$ cat src/readout_params.svh
// Channel count 2 to 8, FIFO depth a power of two and credits at most 15
`ifndef READOUT_PARAMS_SVH
`define READOUT_PARAMS_SVH

// Number of front-end source channels
`define READOUT_NUM_CH 4

// Width of a channel index inside the arbiter
`define READOUT_CH_IDX_W $clog2(`READOUT_NUM_CH)

// Words per channel FIFO
`define READOUT_FIFO_DEPTH 8

// Pointer width for one channel FIFO
`define READOUT_FIFO_AW $clog2(`READOUT_FIFO_DEPTH)

// Downstream buffer slots granted at reset
`define READOUT_CREDITS 6

`endif

$ cat src/readout_pkg.sv
// Channel identifier holds 4 bits so at most 16 channels can be tagged
`default_nettype none

package readout_pkg;

    typedef logic [27:0] payload_t;    // One front-end source word
    typedef logic [3:0]  chan_id_t;    // Tag in the top of an output word
    typedef logic [31:0] word_t;       // Tag above payload
    typedef logic [3:0]  credit_t;     // Downstream buffer slots left
    typedef logic [7:0]  ovf_count_t;  // Saturating drop counter

    typedef logic [7:0]  bus_addr_t;
    typedef logic [7:0]  bus_byte_t;

    // Register map, overflow counter of channel c sits at REG_OVF_BASE + c
    typedef enum bus_addr_t {
        REG_ENABLE   = 8'h00,
        REG_CLEAR    = 8'h01,
        REG_CREDITS  = 8'h02,
        REG_OVF_BASE = 8'h04
    } reg_addr_e;

    // Builds the output word for one payload
    function automatic word_t tag_word(input chan_id_t id, input payload_t data);
        return {id, data};
    endfunction

endpackage

`default_nettype wire

$ cat src/chan_if.sv
// One instance per channel and grant may only be raised while req is high
`default_nettype none

interface chan_if;
    import readout_pkg::*;

    logic  req;    // FIFO not empty
    logic  hold;   // Preempt request, only while not empty
    word_t word;   // Head of the FIFO, already tagged
    logic  grant;  // Pop strobe from the arbiter

    modport fifo (
        output req, hold, word,
        input  grant
    );

    modport arb (
        input  req, hold, word,
        output grant
    );
endinterface

`default_nettype wire

$ cat src/channel_fifo.sv
// Writes to a full FIFO are dropped with an overflow pulse and writes while disabled vanish
`default_nettype none
`include "readout_params.svh"

module channel_fifo (
    input  logic                  bus_clk,
    input  logic                  rst_n,
    input  readout_pkg::chan_id_t chan_id,
    input  logic                  enable,
    input  logic                  wr_en,
    input  readout_pkg::payload_t wr_data,
    input  logic                  hold_in,
    output logic                  overflow,
    chan_if.fifo                  ch
);
    import readout_pkg::*;

    localparam int DEPTH = `READOUT_FIFO_DEPTH;
    localparam int AW    = `READOUT_FIFO_AW;

    word_t          mem [DEPTH];
    logic [AW-1:0]  wr_ptr;
    logic [AW-1:0]  rd_ptr;
    logic [AW:0]    count;  // One bit wider so a full buffer is representable
    logic           full;
    logic           empty;
    logic           push;
    logic           pop;

    assign full  = (count == (AW+1)'(DEPTH));
    assign empty = (count == '0);

    assign push     = wr_en && enable && !full;
    assign pop      = ch.grant;              // Arbiter grants only while req is high
    assign overflow = wr_en && enable && full;

    assign ch.req  = !empty;
    assign ch.hold = hold_in && !empty;      // Hold means nothing with no data
    assign ch.word = mem[rd_ptr];

    // Tagging happens on the way in
    always_ff @(posedge bus_clk) begin
        if (push) begin
            mem[wr_ptr] <= tag_word(chan_id, wr_data);
        end
    end

    always_ff @(posedge bus_clk) begin
        if (!rst_n) begin
            wr_ptr <= '0;
            rd_ptr <= '0;
            count  <= '0;
        end else begin
            if (push) begin
                wr_ptr <= wr_ptr + 1'b1;   // Wraps since depth is a power of two
            end
            if (pop) begin
                rd_ptr <= rd_ptr + 1'b1;
            end
            case ({push, pop})
                2'b10:   count <= count + 1'b1;
                2'b01:   count <= count - 1'b1;
                default: count <= count;
            endcase
        end
    end

endmodule

`default_nettype wire

$ cat src/rr_arbiter.sv
// Sends at most one word per cycle and only while credits remain, output is one cycle behind grant
`default_nettype none
`include "readout_params.svh"

module rr_arbiter (
    input  logic                 bus_clk,
    input  logic                 rst_n,
    chan_if.arb                  chans [`READOUT_NUM_CH],
    input  logic                 credit_return,
    output readout_pkg::credit_t credits,
    output logic                 out_valid,
    output readout_pkg::word_t   out_data
);
    import readout_pkg::*;

    localparam int N  = `READOUT_NUM_CH;
    localparam int IW = `READOUT_CH_IDX_W;

    logic [N-1:0]  req_v;
    logic [N-1:0]  hold_v;
    logic [N-1:0]  grant_v;
    word_t         words [N];
    logic [IW-1:0] last;    // Channel granted most recently
    logic [IW-1:0] sel;
    logic          found;

    // Interface arrays need constant indices
    for (genvar i = 0; i < N; i++) begin : g_chan
        assign req_v[i]       = chans[i].req;
        assign hold_v[i]      = chans[i].hold;
        assign words[i]       = chans[i].word;
        assign chans[i].grant = grant_v[i];
    end

    // Hold keeps the last winner, otherwise search from the next channel
    always_comb begin
        int idx;
        found = 1'b0;
        sel   = last;
        idx   = 0;
        if (credits != '0) begin
            if (req_v[last] && hold_v[last]) begin
                found = 1'b1;
            end else begin
                for (int k = 1; k <= N; k++) begin
                    idx = (int'(last) + k) % N;
                    if (!found && req_v[idx]) begin
                        found = 1'b1;
                        sel   = IW'(idx);
                    end
                end
            end
        end
    end

    assign grant_v = found ? ({{(N-1){1'b0}}, 1'b1} << sel) : '0;

    always_ff @(posedge bus_clk) begin
        if (!rst_n) begin
            out_valid <= 1'b0;
            last      <= '0;
        end else begin
            out_valid <= found;
            if (found) begin
                last <= sel;
            end
        end
    end

    always_ff @(posedge bus_clk) begin
        if (found) begin
            out_data <= words[sel];
        end
    end

    // Send and return in one cycle cancel out
    always_ff @(posedge bus_clk) begin
        if (!rst_n) begin
            credits <= credit_t'(`READOUT_CREDITS);
        end else begin
            case ({found, credit_return})
                2'b10:   credits <= credits - 1'b1;
                2'b01:   credits <= credits + 1'b1;
                default: credits <= credits;
            endcase
        end
    end

endmodule

`default_nettype wire

$ cat src/readout_regs.sv
// Read data appears one cycle after bus_rd and unmapped addresses read as zero
`default_nettype none
`include "readout_params.svh"

module readout_regs (
    input  logic                           bus_clk,
    input  logic                           rst_n,
    input  readout_pkg::bus_addr_t         bus_add,
    input  readout_pkg::bus_byte_t         bus_wr_data,
    input  logic                           bus_wr,
    input  logic                           bus_rd,
    output readout_pkg::bus_byte_t         bus_rd_data,
    input  logic [`READOUT_NUM_CH-1:0]     overflow,
    input  readout_pkg::credit_t           credits,
    output logic [`READOUT_NUM_CH-1:0]     chan_enable
);
    import readout_pkg::*;

    localparam int N = `READOUT_NUM_CH;

    ovf_count_t ovf_cnt [N];
    bus_byte_t  rd_mux;
    logic       clr;

    assign clr = bus_wr && (bus_add == REG_CLEAR);   // Data value is ignored

    always_ff @(posedge bus_clk) begin
        if (!rst_n) begin
            chan_enable <= '1;                         // All channels on
        end else if (bus_wr && (bus_add == REG_ENABLE)) begin
            chan_enable <= bus_wr_data[N-1:0];
        end
    end

    // Counters stick at the top value
    always_ff @(posedge bus_clk) begin
        if (!rst_n) begin
            for (int c = 0; c < N; c++) begin
                ovf_cnt[c] <= '0;
            end
        end else begin
            for (int c = 0; c < N; c++) begin
                if (clr) begin
                    ovf_cnt[c] <= '0;
                end else if (overflow[c] && (ovf_cnt[c] != '1)) begin
                    ovf_cnt[c] <= ovf_cnt[c] + 1'b1;
                end
            end
        end
    end

    always_comb begin
        rd_mux = '0;
        case (bus_add)
            REG_ENABLE:  rd_mux = bus_byte_t'(chan_enable);
            REG_CREDITS: rd_mux = bus_byte_t'(credits);
            default: begin
                for (int c = 0; c < N; c++) begin
                    if (bus_add == bus_addr_t'(REG_OVF_BASE + c)) begin
                        rd_mux = ovf_cnt[c];
                    end
                end
            end
        endcase
    end

    always_ff @(posedge bus_clk) begin
        if (!rst_n) begin
            bus_rd_data <= '0;
        end else if (bus_rd) begin
            bus_rd_data <= rd_mux;   // Holds until the next read
        end
    end

endmodule

`default_nettype wire

$ cat src/readout_top.sv
// Single clock design and credit_return must never exceed the words already sent
`default_nettype none
`include "readout_params.svh"

module readout_top (
    input  logic                                          bus_clk,
    input  logic                                          rst_n,
    input  logic [`READOUT_NUM_CH-1:0]                    wr_en,
    input  readout_pkg::payload_t [`READOUT_NUM_CH-1:0]   wr_data,
    input  logic [`READOUT_NUM_CH-1:0]                    hold,
    input  logic                                          credit_return,
    output logic                                          out_valid,
    output readout_pkg::word_t                            out_data,
    input  readout_pkg::bus_addr_t                        bus_add,
    input  readout_pkg::bus_byte_t                        bus_wr_data,
    input  logic                                          bus_wr,
    input  logic                                          bus_rd,
    output readout_pkg::bus_byte_t                        bus_rd_data
);
    import readout_pkg::*;

    localparam int N = `READOUT_NUM_CH;

    logic [N-1:0] chan_enable;
    logic [N-1:0] overflow;
    credit_t      credits;

    chan_if ch_if [N] ();

    // Instance index doubles as the channel tag
    for (genvar i = 0; i < N; i++) begin : g_fifo
        channel_fifo fifo_i (
            .bus_clk  (bus_clk),
            .rst_n    (rst_n),
            .chan_id  (chan_id_t'(i)),
            .enable   (chan_enable[i]),
            .wr_en    (wr_en[i]),
            .wr_data  (wr_data[i]),
            .hold_in  (hold[i]),
            .overflow (overflow[i]),
            .ch       (ch_if[i])
        );
    end

    rr_arbiter arb_i (
        .bus_clk       (bus_clk),
        .rst_n         (rst_n),
        .chans         (ch_if),
        .credit_return (credit_return),
        .credits       (credits),
        .out_valid     (out_valid),
        .out_data      (out_data)
    );

    readout_regs regs_i (
        .bus_clk     (bus_clk),
        .rst_n       (rst_n),
        .bus_add     (bus_add),
        .bus_wr_data (bus_wr_data),
        .bus_wr      (bus_wr),
        .bus_rd      (bus_rd),
        .bus_rd_data (bus_rd_data),
        .overflow    (overflow),
        .credits     (credits),
        .chan_enable (chan_enable)
    );

endmodule

`default_nettype wire

$ cat config.mk
export PLATFORM = sky130hd
export DESIGN_NAME = readout_top
export DESIGN_NICKNAME = d
export VERILOG_FILES = /design/src/readout_pkg.sv /design/src/chan_if.sv /design/src/channel_fifo.sv /design/src/rr_arbiter.sv /design/src/readout_regs.sv /design/src/readout_top.sv
export VERILOG_INCLUDE_DIRS = /design/src
export SDC_FILE = /design/constraint.sdc
export NUM_CORES = 1
export LEC_CHECK = 0
export BUFFER_PORTS_ARGS = -buffer_cell sky130_fd_sc_hd__buf_4
export CORE_ASPECT_RATIO = 2
export CORE_MARGIN = 2
export CORE_UTILIZATION = 25
export DETAILED_ROUTE_END_ITERATION = 6
export GPL_TIMING_DRIVEN = 0
export SETUP_SLACK_MARGIN = 0.2
export SLEW_MARGIN = 20
export SYNTH_ARGS = -nofsm -noshare
export SYNTH_HDL_FRONTEND = slang
export SYNTH_SLANG_ARGS = --single-unit
$ cat constraint.sdc
create_clock -name bus_clk -period 6.88 [get_ports bus_clk]
set_input_delay 0.344 -clock bus_clk [delete_from_list [all_inputs] [get_ports bus_clk]]
set_output_delay 0.344 -clock bus_clk [all_outputs]
set_load 0.01 [all_outputs]
==> results.env <==
STATUS='complete, no violations'
SETUP_FAILING_EPS_FINAL=0
FIN_HOLD_WS_PS=134.9
NETLIST_TOP_CELLS_COUNT='958 x edfxtp_1, 233 x mux4_2, 191 x mux2i_1'
ROUTED_WIRELENGTH_UM=104900
HOLD_PATH.STARTPOINT='bus_add[1]'
POST_DRT_WL_PER_CELL_UM=22.45
SYNTHMOSTINSTANTIATEDCELL='edfxtp_1'
LAYOUT.AREA.SEQ_UM2=30190
WORST_IR_DROP_VDD_uV=207.0
POWER_LEAKAGE_nW=15.93
DRV_SLEW=0
ANTENNA_FOUND_INITIAL=34
YOSYS.CELL_TYPES.COUNT=59
REQUIRED_PS=7450
YS_WARN_COUNT=0
MAX_CLOCK_FREQ_GHz=0.2408
ROOT_CELL_OF_THE_CLOCK_TREE='clkbuf_16'
FINALINSTANCEAREA_UM2=50290
PRE_CTS_SETUP_SLACK_PS=2567
POSTSYNTHAREAPERCELL_UM2=20.10
CLOCK_TREE.BUFFER_DEPTH=3
DRT-INITIAL-DRC-COUNT=1250
CLOCK_LATENCY_PS=690
FINCLKSKEW_PS=46.75
DRV_CAP=0
POST_SYNTH_INST_COUNT=2041
FINAL_CELL_COUNT_NO_FILL=4674
DIE_H_UM=576.9
IO_PINS=182
GP_CONGESTION=0.7800
FINAL.MIN_CLOCK_PERIOD_PS=4153
LAYOUT-DRIVE-GT1-SHARE=0.2754
TIMING_WORST_SLEW_PIN_VALUE_PS=1021
CTS.SINKS=1029
FIRSTDRTPASSITERS=7
AREA_SHARE_OF_THE_LARGEST_CELL_TYPE_AFTER_SYNTHESIS=0.7013
POWERDENSITY_nW_PER_UM2=366.9
TIMING_WORST_SETUP_PATH_TYPE='reg2reg'
DPL-INSTANCE-AREA_UM2=46070
GRT_PASS1_VIAS=21652
WORST-ENDPOINT-ARRIVAL_PS=4730
MAX-SLEW-MARGIN-REL=0.2996
FIN_WS_PS=2727
START_UTIL=0.2510
ANT_NETS=0
SYNTHTOPCELLSBYAREA='edfxtp_1 70%, mux4_2 13%, mux2i_1 4.7%'
FILLER_CELL_COUNT=15875
DP_HPWL_UM=75300
MAPPED_CELL_AREA_UM2=41020
TIMING.FINAL.CRIT_SHARE=0.6036
FINAL_NET_COUNT=2645
DRC=0
FLOORPLAN.ROWS=210
YOSYSTOPAREACELL='edfxtp_1'
TIMING.CRITICAL_PATH.FANOUT_MAX=9
DP.CELLS=4394
POSTSYNTH.ASYNCRESETSHARE=0
DIE_AREA_UM2=167500
TRITONCTS_CLOCK_TREE='built'
POSTSYNTHREGISTERBITS=1029
CRITPATHLAUNCH='g_fifo[1].fifo_i.count[1]$_SDFFE_PN0P_'
SYNTH_ENABLE_FLOP_CELLS=958
PLACEMENT.IO_BUFFERS=173
WIRE_LENGTH_OF_THE_FIRST_GLOBAL_ROUTING_PASS_UM=152000
UNREPAIRED_SETUP_ENDPOINTS_AFTER_GLOBAL_ROUTING='no'
CORE_AREA_UM2=163400
POST_DRT_VIA_CELL_RATIO=4.404
WORSTPATHCELLLIST='buf_2 -> nor4_2 -> and4_1 -> a41oi_2 -> and4_1 -> o31ai_1 -> a21oi_2 -> ha_1 -> xor2_1 -> ha_1 -> a21oi_1 -> xor2_1 -> or3_1 -> a21boi_0'
SLOWEST_STAGE='o31ai_1'
HOLD_CLASS='in2reg'
VIAS=20585
CRITICAL_PATH.ENDPOINT_TYPE='flip-flop'
GRT_OVERFLOW=0
STARTPOINT_TYPE='flip-flop'
NUMCTSBUFFERS=83
AREA_OF_COMBINATIONAL_CELLS_WITH_MULTIPLE_INPUTS_UM2=10600
PROPORTION_OF_SYNTHESIZED_CHIP_AREA_IN_SEQUENTIAL_CELLS=0.7359
MAX_STAGE_DELAY_PS=740
FINAL_HOLD_VIOL_COUNT=0
CTS-HTREE-LEVELS=3
AREAGROWTHSYNTHTOFINISH_PCT=22.59
SYNTH_TOP_FLOP_CELL='edfxtp_1'
CLKTRANSATPATHREGS_PS=70
CRIT-REG2REG-LAUNCH='g_fifo[1].fifo_i.count[1]$_SDFFE_PN0P_'
GROUTE.USAGE.OVERALL=0.1240
DIE_W_UM=290.4
LARGEST_NET_DEGREE_AT_THE_START_OF_GLOBAL_ROUTING=20
## cells in the final DEF, fill, tap and decap left out, types with 18 or more instances in the layout
| cell | count |
|---|---|
| xor2_1 | 28 |
| clkbuf_16 | 84 |
| mux4_2 | 233 |
| mux2_2 | 32 |
| nor2_4 | 24 |
| dfxtp_1 | 71 |
| xnor2_1 | 19 |
| buf_12 | 19 |
| nor2_1 | 46 |
| nand2b_1 | 25 |
| clkbuf_1 | 64 |
| dlygate4sd3_1 | 117 |
| edfxtp_1 | 958 |
| a21oi_1 | 18 |
| mux2i_1 | 189 |
| buf_4 | 202 |
| nand2_1 | 78 |
| ha_1 | 27 |
| nand3_1 | 27 |
| buf_1 | 19 |
## logic make-up (layout without fill, tap and decap cells)
group           after synthesis  after routing  share of synthesized area
xor+xnor                     47             47                    0.01004
mux                         456            456                     0.1833
simple gates                284            284                    0.03511
other cells                   1             14                 0.00009142
buf+inv                     108            608                    0.01180
fa+ha+maj                    28             28                   0.008723
compound gates               88             88                    0.01498
flops                      1029           1029                     0.7359
## flip-flops by register name, indices dropped and copies added (netlist names), named ones only
signal	cells
arb_i.credits	4
arb_i.last	2
arb_i.out_data	30
arb_i.out_valid	1
g_fifo.fifo_i.count	16
g_fifo.fifo_i.mem	896
g_fifo.fifo_i.rd_ptr	12
g_fifo.fifo_i.wr_ptr	12
regs_i.bus_rd_data	8
regs_i.chan_enable	4
regs_i.ovf_cnt	32
## metrics by stage
stage	total power, mW	util	TNS (ps)
CTS	18.76	0.3074	0
global placement	13.23	0.2752	-34.83
detailed placement	13.41	0.2819	0
floorplan	11.23	-	0
finish	18.45	0.3077	0
global route	19.23	0.3076	0
## power breakdown
part	leakage, nW	internal (mW)	switching (mW)
combinational	5.13	2.42	3.10
sequential	9.36	7.43	0.233
clock	1.44	2.93	2.33
## timing repair
action | 4_1_cts | 5_1_grt
gates resized for setup | 0 | 0
hold buffers | 117 | 0
setup buffers | 0 | 0
hold endpoints to repair | 904 | 0
## layer usage
layer / up-vias / wire length, um / GRT usage
met3: 158 / 4448 / 0.02343
met4: 40 / 3949 / 0.05042
met2: 456 / 56670 / 0.2328
met1: 10765 / 39590 / 0.1363
met5: - / 250 / 0
li1: 9166 / - / -
## final cells by class
class | count | area share
multi-input combinational | 905 | 0.2107
inverter | 15 | 0.001120
clock buffer | 91 | 0.04232
sequential | 1029 | 0.6003
clock inverter | 60 | 0.01744
timing repair buffer | 349 | 0.06611
tap | 2120 | 0.05275
buffer | 93 | 0.008584
antenna | 12 | 0.0005972
## worst max-delay path, delay by kind of cell, from the launching register on
family	cells	cell delay, ps
AND/OR/NAND/NOR	4	1490
AO/OA/AOI/OAI	5	1330
adder cells (fa/ha/maj)	2	520
flip-flops	1	300
XOR/XNOR	2	270
buffers and inverters	1	170
## worst paths after layout
check / end / slack (ps) / depth (start not counted)
hold / removal: regs_i.chan_enable[2]$_SDFFE_PN1P_ / 130 / 4
setup / recovery: g_fifo[3].fifo_i.count[2]$_SDFFE_PN0P_ / 2730 / 14
hold reg to reg: regs_i.bus_rd_data[4]$_SDFFE_PN0P_ / 490 / 2
setup reg to reg: g_fifo[3].fifo_i.count[2]$_SDFFE_PN0P_ / 2730 / 14
(Power assumes the default switching activity.)
